**config.mk**
```make
export PLATFORM = sky130hd
export DESIGN_NAME = vstore_top
export DESIGN_NICKNAME = d
export VERILOG_FILES = /design/src/vstore_axi_pkg.sv /design/src/vstore_cfg_pkg.sv /design/src/vstore_axil_wr.sv /design/src/vstore_cmd_decode.sv /design/src/vstore_ctrl.sv /design/src/vstore_fifo.sv /design/src/vstore_top.sv
export SDC_FILE = /design/constraint.sdc
export NUM_CORES = 1
export LEC_CHECK = 0
export BUFFER_PORTS_ARGS = -buffer_cell sky130_fd_sc_hd__buf_2
export CORE_MARGIN = 8
export CORE_UTILIZATION = 25
export CTS_CLUSTER_SIZE = 20
export DETAILED_ROUTE_END_ITERATION = 8
export GPL_TIMING_DRIVEN = 0
export PLACE_DENSITY = 0.45
export RECOVER_POWER = 100
export SLEW_MARGIN = 20
export SYNTH_ARGS = -nofsm -noshare
export SYNTH_HDL_FRONTEND = slang
export SYNTH_SLANG_ARGS = --single-unit
```
**constraint.sdc**
```tcl
create_clock -name clk -period 5.8 [get_ports clk]
set_input_delay 1.16 -clock clk [delete_from_list [all_inputs] [get_ports clk]]
set_output_delay 1.16 -clock clk [all_outputs]
set_load 0.01 [all_outputs]
```
**src/vstore_axi_pkg.sv**
```systemverilog
// AXI4-Lite write side definitions

package vstore_axi_pkg;

  // Channel widths
  localparam int unsigned ADDR_W = 32;
  localparam int unsigned DATA_W = 32;
  localparam int unsigned STRB_W = DATA_W / 8;

  ////////////////////////////////////////////////////////////
  // Write response codes
  ////////////////////////////////////////////////////////////

  localparam logic [1:0] RESP_OKAY   = 2'b00;
  localparam logic [1:0] RESP_SLVERR = 2'b10;

  // Writes allowed in flight before a response returns
  localparam int unsigned MAX_OUTSTANDING = 4;

endpackage

```
**src/vstore_cfg_pkg.sv**
```systemverilog
// Vector store configuration

package vstore_cfg_pkg;

  ////////////////////////////////////////////////////////////
  // Vector geometry
  ////////////////////////////////////////////////////////////

  // Bytes in one vector register
  localparam int unsigned VLEN_BYTES = 16;

  // 8-bit elements over a group of 8 registers
  localparam int unsigned MAX_ELEMS = 128;

  // Wide enough to hold MAX_ELEMS itself
  localparam int unsigned CNT_W = $clog2(MAX_ELEMS + 1);

  // Buffer depths
  localparam int unsigned CMD_DEPTH  = 2;
  localparam int unsigned DATA_DEPTH = 16;

  ////////////////////////////////////////////////////////////
  // Command encodings
  ////////////////////////////////////////////////////////////

  typedef enum logic [1:0] {
    SEW_8    = 2'd0,
    SEW_16   = 2'd1,
    SEW_32   = 2'd2,
    SEW_RSVD = 2'd3
  } sew_e;

  // Registers per group, as a power of two
  typedef enum logic [1:0] {
    LMUL_1 = 2'd0,
    LMUL_2 = 2'd1,
    LMUL_4 = 2'd2,
    LMUL_8 = 2'd3
  } lmul_e;

  typedef enum logic {
    KIND_UNIT    = 1'b0,
    KIND_STRIDED = 1'b1
  } store_kind_e;

  // Decoded command as held in the command FIFO
  typedef struct packed {
    store_kind_e      kind;
    sew_e             sew;
    logic [31:0]      base;
    logic [31:0]      stride;
    logic [CNT_W-1:0] count;
  } store_cmd_t;

endpackage

```
**src/vstore_axil_wr.sv**
```systemverilog
// AXI4-Lite write master

module vstore_axil_wr (
  input  logic                              clk,
  input  logic                              rstn,
  // Element requests
  input  logic                              req_valid_i,
  output logic                              req_ready_o,
  input  logic [vstore_axi_pkg::ADDR_W-1:0] req_addr_i,
  input  logic [vstore_axi_pkg::DATA_W-1:0] req_data_i,
  input  logic [vstore_axi_pkg::STRB_W-1:0] req_strb_i,
  input  logic                              req_last_i,
  // AW channel
  output logic                              awvalid_o,
  input  logic                              awready_i,
  output logic [vstore_axi_pkg::ADDR_W-1:0] awaddr_o,
  // W channel
  output logic                              wvalid_o,
  input  logic                              wready_i,
  output logic [vstore_axi_pkg::DATA_W-1:0] wdata_o,
  output logic [vstore_axi_pkg::STRB_W-1:0] wstrb_o,
  // B channel
  input  logic                              bvalid_i,
  output logic                              bready_o,
  input  logic [1:0]                        bresp_i,
  // Command completion
  output logic                              done_o,
  output logic                              done_err_o
);

  logic [$clog2(vstore_axi_pkg::MAX_OUTSTANDING + 1)-1:0] outst_q;
  logic req_fire;
  logic b_fire;
  logic resp_bad;
  logic err_q;
  logic head_valid;
  logic head_last;

  assign bready_o = 1'b1;
  assign req_fire = req_valid_i && req_ready_o;
  assign b_fire   = bvalid_i && bready_o;
  assign resp_bad = (bresp_i != vstore_axi_pkg::RESP_OKAY);

  // Both channel registers must drain before the next element
  assign req_ready_o = !awvalid_o && !wvalid_o
                    && (outst_q < vstore_axi_pkg::MAX_OUTSTANDING);

  ////////////////////////////////////////////////////////////
  // Address and data channels
  ////////////////////////////////////////////////////////////

  always_ff @(posedge clk, negedge rstn) begin
    if (!rstn) begin
      awvalid_o <= 1'b0;
      wvalid_o  <= 1'b0;
      outst_q   <= '0;
    end else begin
      if (req_fire) begin
        awvalid_o <= 1'b1;
        wvalid_o  <= 1'b1;
      end else begin
        if (awready_i) awvalid_o <= 1'b0;
        if (wready_i)  wvalid_o  <= 1'b0;
      end
      if (req_fire && !b_fire) begin
        outst_q <= outst_q + 1'b1;
      end else if (b_fire && !req_fire) begin
        outst_q <= outst_q - 1'b1;
      end
    end
  end

  always_ff @(posedge clk) begin
    if (req_fire) begin
      awaddr_o <= req_addr_i;
      wdata_o  <= req_data_i;
      wstrb_o  <= req_strb_i;
    end
  end

  ////////////////////////////////////////////////////////////
  // Response tracking
  ////////////////////////////////////////////////////////////

  // Responses come back in order, so the head flag belongs to this B
  vstore_fifo #(
    .payload_t (logic),
    .DEPTH     (vstore_axi_pkg::MAX_OUTSTANDING)
  ) last_fifo (
    .clk         (clk),
    .rstn        (rstn),
    .push_i      (req_fire),
    .push_data_i (req_last_i),
    .full_o      (),
    .pop_i       (b_fire),
    .out_valid_o (head_valid),
    .out_data_o  (head_last)
  );

  always_ff @(posedge clk, negedge rstn) begin
    if (!rstn) begin
      err_q      <= 1'b0;
      done_o     <= 1'b0;
      done_err_o <= 1'b0;
    end else begin
      done_o     <= 1'b0;
      done_err_o <= 1'b0;
      if (b_fire) begin
        if (head_valid && head_last) begin
          done_o     <= 1'b1;
          done_err_o <= err_q || resp_bad;
          err_q      <= 1'b0;
        end else begin
          err_q <= err_q || resp_bad;
        end
      end
    end
  end

endmodule

```
**src/vstore_cmd_decode.sv**
```systemverilog
// Vector store command decoder

module vstore_cmd_decode (
  input  logic                       clk,
  input  logic                       rstn,
  // Scheduler side
  input  logic                       cmd_valid_i,
  output logic                       cmd_ready_o,
  input  logic [1:0]                 cmd_sew_i,
  input  logic [1:0]                 cmd_lmul_i,
  input  logic                       cmd_strided_i,
  input  logic [31:0]                cmd_base_i,
  input  logic [31:0]                cmd_stride_i,
  output logic                       cmd_err_o,
  // Command FIFO side
  output logic                       push_o,
  output vstore_cfg_pkg::store_cmd_t push_cmd_o,
  input  logic                       full_i
);

  logic                             cmd_fire;
  logic                             legal;
  logic [31:0]                      elem_bytes;
  logic [31:0]                      align_mask;
  logic [31:0]                      per_reg;
  logic [vstore_cfg_pkg::CNT_W-1:0] elem_cnt;
  vstore_cfg_pkg::lmul_e            lmul;
  vstore_cfg_pkg::store_kind_e      kind;

  // A pending push still takes a FIFO slot, so take one command
  // at a time toward the FIFO
  assign cmd_ready_o = !full_i && !push_o;
  assign cmd_fire    = cmd_valid_i && cmd_ready_o;

  ////////////////////////////////////////////////////////////
  // Legality checks
  ////////////////////////////////////////////////////////////

  assign elem_bytes = 32'd1 << cmd_sew_i;
  assign align_mask = elem_bytes - 32'd1;
  assign kind       = cmd_strided_i ? vstore_cfg_pkg::KIND_STRIDED
                                    : vstore_cfg_pkg::KIND_UNIT;

  // Stride only matters for strided commands
  assign legal = (cmd_sew_i != vstore_cfg_pkg::SEW_RSVD)
              && ((cmd_base_i & align_mask) == 32'd0)
              && ((kind == vstore_cfg_pkg::KIND_UNIT)
                  || ((cmd_stride_i & align_mask) == 32'd0));

  // Elements per register times registers per group
  assign lmul     = vstore_cfg_pkg::lmul_e'(cmd_lmul_i);
  assign per_reg  = vstore_cfg_pkg::VLEN_BYTES >> cmd_sew_i;
  assign elem_cnt = per_reg[vstore_cfg_pkg::CNT_W-1:0] << lmul;

  ////////////////////////////////////////////////////////////
  // Output registers
  ////////////////////////////////////////////////////////////

  always_ff @(posedge clk, negedge rstn) begin
    if (!rstn) begin
      push_o    <= 1'b0;
      cmd_err_o <= 1'b0;
    end else begin
      push_o    <= cmd_fire && legal;
      cmd_err_o <= cmd_fire && !legal;
    end
  end

  always_ff @(posedge clk) begin
    if (cmd_fire && legal) begin
      push_cmd_o.kind  <= kind;
      push_cmd_o.sew   <= vstore_cfg_pkg::sew_e'(cmd_sew_i);
      push_cmd_o.base  <= cmd_base_i;
      // Unit stride walks one element at a time
      push_cmd_o.stride <= (kind == vstore_cfg_pkg::KIND_STRIDED) ? cmd_stride_i
                                                                  : elem_bytes;
      push_cmd_o.count <= elem_cnt;
    end
  end

endmodule

```
**src/vstore_ctrl.sv**
```systemverilog
// Vector store element controller

module vstore_ctrl (
  input  logic                              clk,
  input  logic                              rstn,
  // Command FIFO head
  input  logic                              cmd_valid_i,
  input  vstore_cfg_pkg::store_cmd_t        cmd_i,
  output logic                              cmd_pop_o,
  // Lane data FIFO head
  input  logic                              data_valid_i,
  input  logic [vstore_axi_pkg::DATA_W-1:0] data_i,
  output logic                              data_pop_o,
  // Requests toward the write master
  output logic                              req_valid_o,
  input  logic                              req_ready_i,
  output logic [vstore_axi_pkg::ADDR_W-1:0] req_addr_o,
  output logic [vstore_axi_pkg::DATA_W-1:0] req_data_o,
  output logic [vstore_axi_pkg::STRB_W-1:0] req_strb_o,
  output logic                              req_last_o
);

  typedef enum logic [1:0] {
    ST_IDLE,
    ST_LOAD,
    ST_STREAM
  } state_e;

  state_e                            state_q;
  state_e                            state_d;
  logic [vstore_cfg_pkg::CNT_W-1:0]  remain_q;
  logic [vstore_axi_pkg::ADDR_W-1:0] addr_q;
  logic [31:0]                       stride_q;
  vstore_cfg_pkg::sew_e              sew_q;
  logic [vstore_axi_pkg::STRB_W-1:0] elem_strb;
  logic                              req_fire;
  logic                              last_elem;

  ////////////////////////////////////////////////////////////
  // Command sequencing
  ////////////////////////////////////////////////////////////

  assign req_fire  = req_valid_o && req_ready_i;
  assign last_elem = (remain_q == vstore_cfg_pkg::CNT_W'(1));

  always_comb begin
    state_d   = state_q;
    cmd_pop_o = 1'b0;
    case (state_q)
      ST_IDLE: begin
        if (cmd_valid_i) begin
          state_d = ST_LOAD;
        end
      end
      ST_LOAD: begin
        cmd_pop_o = 1'b1;
        state_d   = ST_STREAM;
      end
      ST_STREAM: begin
        // Go straight on to the next command if one is waiting
        if (req_fire && last_elem) begin
          state_d = cmd_valid_i ? ST_LOAD : ST_IDLE;
        end
      end
      default: begin
        state_d = ST_IDLE;
      end
    endcase
  end

  always_ff @(posedge clk, negedge rstn) begin
    if (!rstn) begin
      state_q  <= ST_IDLE;
      remain_q <= '0;
    end else begin
      state_q <= state_d;
      if (state_q == ST_LOAD) begin
        remain_q <= cmd_i.count;
      end else if (req_fire) begin
        remain_q <= remain_q - 1'b1;
      end
    end
  end

  // Running address for the element at the data FIFO head
  always_ff @(posedge clk) begin
    if (state_q == ST_LOAD) begin
      addr_q   <= cmd_i.base;
      stride_q <= cmd_i.stride;
      sew_q    <= cmd_i.sew;
    end else if (req_fire) begin
      addr_q <= addr_q + stride_q;
    end
  end

  ////////////////////////////////////////////////////////////
  // Element placement
  ////////////////////////////////////////////////////////////

  always_comb begin
    case (sew_q)
      vstore_cfg_pkg::SEW_8:  elem_strb = 4'b0001;
      vstore_cfg_pkg::SEW_16: elem_strb = 4'b0011;
      default:                elem_strb = 4'b1111;
    endcase
  end

  // Data waits at the FIFO head until the request is taken
  assign req_valid_o = (state_q == ST_STREAM) && data_valid_i;
  assign data_pop_o  = req_fire;
  assign req_addr_o  = addr_q;
  assign req_strb_o  = elem_strb << addr_q[1:0];
  assign req_data_o  = data_i << {addr_q[1:0], 3'b000};
  assign req_last_o  = last_elem;

endmodule

```
**src/vstore_fifo.sv**
```systemverilog
// Synchronous FIFO

module vstore_fifo #(
  parameter type         payload_t = logic [31:0],
  parameter int unsigned DEPTH     = 4
) (
  input  logic     clk,
  input  logic     rstn,
  input  logic     push_i,
  input  payload_t push_data_i,
  output logic     full_o,
  input  logic     pop_i,
  output logic     out_valid_o,
  output payload_t out_data_o
);

  localparam int unsigned PTR_W = (DEPTH > 1) ? $clog2(DEPTH) : 1;
  localparam int unsigned CNT_W = $clog2(DEPTH + 1);

  payload_t         mem [DEPTH];
  logic [PTR_W-1:0] wr_ptr;
  logic [PTR_W-1:0] rd_ptr;
  logic [CNT_W-1:0] count;
  logic [CNT_W-1:0] count_next;
  logic             push_ok;
  logic             pop_ok;

  assign push_ok     = push_i && !full_o;
  assign pop_ok      = pop_i && out_valid_o;
  assign out_valid_o = (count != '0);
  assign out_data_o  = mem[rd_ptr];

  always_comb begin
    count_next = count;
    if (push_ok && !pop_ok) begin
      count_next = count + 1'b1;
    end else if (pop_ok && !push_ok) begin
      count_next = count - 1'b1;
    end
  end

  // Full is registered and held high through reset
  always_ff @(posedge clk, negedge rstn) begin
    if (!rstn) begin
      wr_ptr <= '0;
      rd_ptr <= '0;
      count  <= '0;
      full_o <= 1'b1;
    end else begin
      if (push_ok) begin
        wr_ptr <= (wr_ptr == PTR_W'(DEPTH - 1)) ? '0 : wr_ptr + 1'b1;
      end
      if (pop_ok) begin
        rd_ptr <= (rd_ptr == PTR_W'(DEPTH - 1)) ? '0 : rd_ptr + 1'b1;
      end
      count  <= count_next;
      full_o <= (count_next == CNT_W'(DEPTH));
    end
  end

  always_ff @(posedge clk) begin
    if (push_ok) begin
      mem[wr_ptr] <= push_data_i;
    end
  end

endmodule

```
**src/vstore_top.sv**
```systemverilog
// Vector store unit top level

module vstore_top (
  input  logic                              clk,
  input  logic                              rstn,
  // Scheduler commands
  input  logic                              cmd_valid_i,
  output logic                              cmd_ready_o,
  input  logic [1:0]                        cmd_sew_i,
  input  logic [1:0]                        cmd_lmul_i,
  input  logic                              cmd_strided_i,
  input  logic [31:0]                       cmd_base_i,
  input  logic [31:0]                       cmd_stride_i,
  output logic                              cmd_err_o,
  // Lane store data
  input  logic                              lane_valid_i,
  input  logic [31:0]                       lane_data_i,
  output logic                              lane_ready_o,
  // AXI4-Lite write channels
  output logic                              awvalid_o,
  input  logic                              awready_i,
  output logic [vstore_axi_pkg::ADDR_W-1:0] awaddr_o,
  output logic                              wvalid_o,
  input  logic                              wready_i,
  output logic [vstore_axi_pkg::DATA_W-1:0] wdata_o,
  output logic [vstore_axi_pkg::STRB_W-1:0] wstrb_o,
  input  logic                              bvalid_i,
  output logic                              bready_o,
  input  logic [1:0]                        bresp_i,
  // Completion
  output logic                              done_o,
  output logic                              done_err_o
);

  vstore_cfg_pkg::store_cmd_t        dec_cmd;
  vstore_cfg_pkg::store_cmd_t        head_cmd;
  logic                              dec_push;
  logic                              cmd_full;
  logic                              cmd_valid;
  logic                              cmd_pop;
  logic                              data_full;
  logic                              data_valid;
  logic [31:0]                       data_word;
  logic                              data_pop;
  logic                              req_valid;
  logic                              req_ready;
  logic [vstore_axi_pkg::ADDR_W-1:0] req_addr;
  logic [vstore_axi_pkg::DATA_W-1:0] req_data;
  logic [vstore_axi_pkg::STRB_W-1:0] req_strb;
  logic                              req_last;

  assign lane_ready_o = !data_full;

  vstore_cmd_decode vstore_cmd_decode_i (
    .clk (clk), .rstn (rstn),
    .cmd_valid_i (cmd_valid_i), .cmd_ready_o (cmd_ready_o),
    .cmd_sew_i (cmd_sew_i), .cmd_lmul_i (cmd_lmul_i), .cmd_strided_i (cmd_strided_i),
    .cmd_base_i (cmd_base_i), .cmd_stride_i (cmd_stride_i), .cmd_err_o (cmd_err_o),
    .push_o (dec_push), .push_cmd_o (dec_cmd), .full_i (cmd_full)
  );

  vstore_fifo #(.payload_t (vstore_cfg_pkg::store_cmd_t), .DEPTH (vstore_cfg_pkg::CMD_DEPTH))
  cmd_fifo (
    .clk (clk), .rstn (rstn), .push_i (dec_push), .push_data_i (dec_cmd), .full_o (cmd_full),
    .pop_i (cmd_pop), .out_valid_o (cmd_valid), .out_data_o (head_cmd)
  );

  vstore_fifo #(.payload_t (logic [31:0]), .DEPTH (vstore_cfg_pkg::DATA_DEPTH))
  data_fifo (
    .clk (clk), .rstn (rstn), .push_i (lane_valid_i), .push_data_i (lane_data_i),
    .full_o (data_full), .pop_i (data_pop), .out_valid_o (data_valid), .out_data_o (data_word)
  );

  vstore_ctrl vstore_ctrl_i (
    .clk (clk), .rstn (rstn),
    .cmd_valid_i (cmd_valid), .cmd_i (head_cmd), .cmd_pop_o (cmd_pop),
    .data_valid_i (data_valid), .data_i (data_word), .data_pop_o (data_pop),
    .req_valid_o (req_valid), .req_ready_i (req_ready), .req_addr_o (req_addr),
    .req_data_o (req_data), .req_strb_o (req_strb), .req_last_o (req_last)
  );

  vstore_axil_wr vstore_axil_wr_i (
    .clk (clk), .rstn (rstn),
    .req_valid_i (req_valid), .req_ready_o (req_ready), .req_addr_i (req_addr),
    .req_data_i (req_data), .req_strb_i (req_strb), .req_last_i (req_last),
    .awvalid_o (awvalid_o), .awready_i (awready_i), .awaddr_o (awaddr_o),
    .wvalid_o (wvalid_o), .wready_i (wready_i), .wdata_o (wdata_o), .wstrb_o (wstrb_o),
    .bvalid_i (bvalid_i), .bready_o (bready_o), .bresp_i (bresp_i),
    .done_o (done_o), .done_err_o (done_err_o)
  );

endmodule
```
Word-level counts from Yosys, hierarchy flattened:

Memories as Yosys holds them, arrays and structs flattened.
Index checks and enable logic that the tools add are counted.

* add/subtract/negate cells: 17
* magnitude comparators: 1
* reductions and logical operators: 56
* bitwise gates (word level): 3
* shift operators: 5
* muxes and demuxes: 41
* equal/unequal tests: 14

Operator list (count)
* $mux 32: 3
* $and 32x32->32: 2
* $logic_not 32->1: 2
* $add 32x32->32: 1
* $shl 1x2->32 const A: 1
* $shl 32x5->32: 1
* $sub 32x1->32 const B: 1
* $logic_and 1x1->1: 26
* $mux 1: 20
* $mux 8: 2
* $logic_not 1->1: 15
* $mux 2: 6
* $mux 3: 4
* $reduce_bool 2->1: 6
* $mux 5: 2
* $add 4x1->4 const B: 2
* $eq 2x2->1 const B: 4
* $eq 4x4->1 const B: 2
* $eq 8x1->1 const B: 1
* $mux 4: 2
* $pmux 4 s2: 1
* $shl 8x2->8: 1
* $shr 5x2->8 const A: 1
* $sub 8x1->8 const B: 1
* 21 further kinds: 30

* output and inout port bits: 76
* flip-flop bits (word level): 256
* memories: 3
* RAM bits: 666
* bits of input ports: 110

Memory list
* data_fifo.mem: words 16, width 32, rd ports 1, clocked after memory_dff 0, write ports 1, line vstore_fifo.sv:20 `payload_t mem [DEPTH];`
* cmd_fifo.mem: words 2, width 75, rd ports 1, clocked after memory_dff 0, write ports 1, line vstore_fifo.sv:20
* vstore_axil_wr_i.last_fifo.mem: words 4, width 1, rd ports 1, clocked after memory_dff 0, write ports 1, line vstore_fifo.sv:20

Longest topological paths before layout:

* depth in word-level cells: 10
* depth in mapped cells: 11
* gate-level depth less buffers: 11

Hierarchy:

From an unflattened synthesis, not the netlist that was laid out.

* cell total of the unflattened synthesis: 2185
* area total of the unflattened synthesis: 37374.6 sq um

Modules (own cells, without submodules)
* vstore_fifo (data_fifo): area an instance 20443.4 sq um, seq. area each 15726.3 sq um, times used 1, cells each 1056
* vstore_fifo (cmd_fifo): area an instance 5818.1 sq um, seq. area each 4630.7 sq um, times used 1, cells each 258
* vstore_ctrl: area an instance 5126.2 sq um, seq. area each 2232.1 sq um, times used 1, cells each 536
* vstore_cmd_decode: area an instance 2866.5 sq um, seq. area each 2272.2 sq um, times used 1, cells each 174
* vstore_axil_wr: area an instance 2398.6 sq um, seq. area each 2242.2 sq um, times used 1, cells each 99
* vstore_fifo (vstore_axil_wr_i.last_fifo): area an instance 718.2 sq um, seq. area each 321.6 sq um, times used 1, cells each 61
* vstore_top: area an instance 3.8 sq um, seq. area each 0.0 sq um, times used 1, cells each 1

Least setup slack after synthesis:

OpenSTA, ideal clock, no wires.

* kind: input -> register
* start: input port cmd_sew_i[1]
* end: register vstore_cmd_decode_i.push_cmd_o[10] (netlist name), enable pin
* slack: -0.244 ns
* buffers on the path: 0
* setup time: 0.506 ns
* cell stages on the path: 7
* arrival time: 5.539 ns
* cells stage by stage: or2_2 > ha_1 > inv_1 > a222oi_1 > nand3_1 > a221o_1 > nor2_1

* cells in the longest elaborated chain, start to end: 7
* elaborated cells on any way between the ends: 11

RTL lines
* from (decl): line vstore_top.sv:9 `input logic [1:0] cmd_sew_i,`
* $shl 1x2->32: line vstore_cmd_decode.sv:39 `assign elem_bytes = 32'd1 << cmd_sew_i;`
* $sub 32x1->32: line vstore_cmd_decode.sv:40 `assign align_mask = elem_bytes - 32'd1;`
* $and 32x32->32 (on tied branches): line vstore_cmd_decode.sv:46, vstore_cmd_decode.sv:48
* $logic_not 32->1 (on tied branches): line vstore_cmd_decode.sv:46, vstore_cmd_decode.sv:48
* $logic_and 1x1->1 or $logic_or 1x1->1 (tied branches): line vstore_cmd_decode.sv:46, vstore_cmd_decode.sv:48
* $logic_and 1x1->1 *: line vstore_cmd_decode.sv:47 `&& ((kind == vstore_cfg_pkg::KIND_UNIT)`
* $logic_and 1x1->1 *: line vstore_cmd_decode.sv:70 `if (cmd_fire && legal) begin`
* to (decl): line vstore_cmd_decode.sv:17 `output vstore_cfg_pkg::store_cmd_t push_cmd_o,`

Mark *: on every way between the ends. The rest lies on a longest branch, timed or not.
A chain may end at the register's enable or synchronous reset.

Worst setup path after layout:

* start: input port lane_valid_i
* end: memory data_fifo.mem[11][21] (netlist name), enable pin

* cells in the longest elaborated chain, start to end: 3

RTL lines
* from (decl): line vstore_top.sv:16 `input logic lane_valid_i,`
* $logic_and 1x1->1: line vstore_fifo.sv:28 `assign push_ok = push_i && !full_o;`
* $mux 1: line vstore_fifo.sv:62 `if (push_ok) begin`
* $mux 1 (not written as such): line vstore_fifo.sv:63 `mem[wr_ptr] <= push_data_i;`
* to (decl): line vstore_fifo.sv:20

Every way passes these cells.

==> impl_metrics.csv <==
group,metric,value,unit
sta,fmax,213,MHz
placed_design,pre_cts_ws,1.26,ns
grt,antenna_found_initial,10,
critical_path,crit_type,"primary input to flip-flop",
placed_design,dp.final_hpwl,71000,microns
yosys,syn_avg_cell_area,18.1,sq um
floorplan,fp-row-count,140,
floorplan,die_h,399,microns
grt,grt_pass1_wl,143000,microns
clock_network,cts_buffers,99,
clock_network,ctsResizeCount,0,
placed_design,portBuffers,184,
clock_network,clk_path_buf_depth,3,
placed_design,gp_congestion,0.825,
pwr,power_leakage,13.9,nW
floorplan,ioPinCount,186,
yosys,synth_xor_area_frac,0.0108,
clock_network,clk_latency,0.71,ns
yosys,synthMuxAreaShare,0.114,
grt,grt_pass1_vias,20700,
finish,synthToLayoutAreaGrowth,18.5,%
sta,slew_violations,105,
critical_path,cpMaxStageDelayCell,"nor2_1",
yosys,synthCells,2025,
critical_path,crit_fanout,14,
sta,period_share,0.811,
finish,final_cell_mix,"edfxtp_1, clkbuf_1, mux4_2",
yosys,synth_compound_area_frac,0.0486,
clock_network,cts_setup_buffers,0,
finish,fin_nets,2532,
yosys,yosys.area_share.simple,0.0480,
outcome,outcome,"complete, but fails checks",
pwr,ir_drop,0.265,mV
yosys,synthAdderAreaFrac,0.0192,
sta,tightest_slew,2.87,ns
clock_network,cts_root_buffer,"clkbuf_16",
floorplan,core_region_area,146000,sq um
finish,drive_above_1_share,0.167,
route,drtIter0Drc,1439,
route,drc_errors,0,
critical_path,cp.arrival,4.99,ns
clock_network,clkSinkCount,916,
critical_path,crit_required,6.09,ns
floorplan,die_w,399,microns
route,dr.pass1.iters,5,
clock_network,cts_tree,"done",
clock_network,path_clk_slew,0.06,ns
route,drtAntennaViolNets,0,
clock_network,cts.hold.buffers_added,0,
route,avgViaCountPerCell,4.47,
finish,fin_cells,4368,
yosys,synth_edf_count,869,
yosys,synth_top_family_by_area,"multiplexers",
yosys,synth_seq_cells,916,
grt,overflow,0,
floorplan,dieArea,159000,sq um
route,routed_wl,98600,microns
critical_path,crit_chain,"clkbuf_1 -> nor2b_1 -> clkbuf_1 -> nand2_1 -> nor2_1 -> clkbuf_1 -> clkbuf_1",
floorplan,start_util,0.251,
sta,setup_ws,1.10,ns
critical_path,startpoint_type,"primary input",
outcome,violations,"capacitance limit, slew limit",
sta,timing.final.crit_period,4.70,ns
yosys,yosys_warnings,0,
yosys,synth-main-ff-cell,"edfxtp_1",
grt,grtUsageTotal,0.122,
hold_path,hp-class,"flip-flop to flip-flop",
placed_design,place_inst,4183,
sta,clock_skew,0.0601,ns
yosys,synthArstFlopShare,0.0513,
sta,rsz0062_at_grt,"no",
yosys,synth_seq_area_share,0.746,
yosys,syn_area,36600,sq um
sta,final_hold_viol_count,0,
grt,grt_max_degree,48,
clock_network,htreeDepth,3,
pwr,powerDensity,517,nW/um^2
yosys,synth_fp_nets,2190,
sta,setup_viol,0,
job,max-cap-violations,3,
critical_path,cpPeakStageDelay,1.06,ns
finish,final_common_cell,"edfxtp_1",
sta,slew_headroom,-0.914,
critical_path,cp_common_cell,"clkbuf_1",
route,post_drt_wl_per_cell,22.6,microns
route,vias,19500,
yosys,yosysUniqueCellTypes,72,
critical_path,worstSetupEndpointType,"flip-flop",
==> critical path: cells and delay by family <==
kind / cells / cell delay [ns]
AND/OR/NAND/NOR: 3 / 1.50
buffers and inverters: 4 / 2.30
==> cell usage after synthesis, types with 12 or more instances <==
master,n,share of area
a211oi_1,50,0.010
a21oi_1,91,0.012
and2_1,42,0.0072
buf_1,12,0.0012
buf_2,18,0.0025
clkbuf_1,58,0.0060
dfrtp_1,44,0.030
edfxtp_1,869,0.71
ha_1,53,0.018
inv_1,35,0.0036
mux2_2,46,0.014
mux2i_1,67,0.018
mux4_2,132,0.081
nand2_1,88,0.0090
nand2b_1,19,0.0032
nand3_1,12,0.0016
nor2_1,89,0.0091
nor2b_1,40,0.0068
nor3_1,15,0.0021
o21ai_0,71,0.0097
xnor2_1,36,0.0086
==> cells by family after synthesis <==
family,count (synthesis)
fa+ha+maj,55
flops,916
other cells,1
simple gates,351
mux,245
xor+xnor,45
buf+inv,127
compound gates,285
==> final timing paths <==
path | to | startpoint | cells after the start | slack [ns]
max | data_fifo.mem[11][21] | lane_valid_i | 7 | 1.10
min | cmd_fifo.mem[0][2] | vstore_cmd_decode_i.push_cmd_o[2] | 0 | 0.43
max reg2reg | cmd_fifo.mem[0][26] | cmd_fifo.full_o | 6 | 1.25
min reg2reg | cmd_fifo.mem[0][2] | vstore_cmd_decode_i.push_cmd_o[2] | 0 | 0.43
max in group asynchronous | data_fifo.wr_ptr[1] | rstn | 1 | 2.74
min in group asynchronous | vstore_axil_wr_i.done_o | rstn | 1 | 1.39
==> stage by stage <==
stage | TNS (ns) | area, sq um | utilization | power, W | hold WS, ns
finish | 0 | 43300 | 0.298 | 0.0224 | 0.429
global route | 0 | 43300 | 0.298 | 0.0235 | 0.449
CTS | 0 | 44500 | 0.306 | 0.0230 | 0.427
detailed placement | 0 | 41200 | 0.283 | 0.0164 | 0.431
global placement | -487.23 | 39900 | 0.274 | 0.0161 | 0.426
floorplan | 0 | 36600 | - | 0.0135 | 0.421
==> routing by layer <==
layer / share of wire / vias to the layer above / track usage
met5: 0.00027 / - / 0
met4: 0.020 / 4 / 0.0323
met3: 0.043 / 136 / 0.0214
met2: 0.49 / 498 / 0.208
met1: 0.44 / 10100 / 0.159
li1: - / 8730 / -
==> final cells by class <==
cell class | instances | area [sq um]
fill | 14400 | 102000
sequential | 916 | 27300
multi-input combinational | 982 | 8780
clock buffer | 112 | 2570
tap | 1917 | 2400
timing repair buffer | 241 | 1020
clock inverter | 72 | 788
buffer | 90 | 362
inverter | 37 | 144
antenna | 1 | 2.50
==> power by group <==
part           leakage [nW]  internal [W]  total, W  switching [W]
Clock                  1.63       0.00375   0.00644        0.00270
Combinational          3.81       0.00259   0.00706        0.00447
Sequential             8.45       0.00846   0.00889       0.000430
==> state kept, by name (all words and copies together) (netlist names), 3 cells and up <==
register                          cells
cmd_fifo.mem                        146
data_fifo.count                       5
data_fifo.mem                       512
data_fifo.rd_ptr                      4
data_fifo.wr_ptr                      4
vstore_axil_wr_i.awaddr_o            32
vstore_axil_wr_i.last_fifo.count      3
vstore_axil_wr_i.last_fifo.mem        4
vstore_axil_wr_i.outst_q              3
vstore_axil_wr_i.wdata_o             32
vstore_axil_wr_i.wstrb_o              4
vstore_cmd_decode_i.push_cmd_o       73
vstore_ctrl_i.remain_q                8
vstore_ctrl_i.req_addr_o             32
vstore_ctrl_i.stride_q               32
No activity file was read; power rests on OpenSTA's default activity.
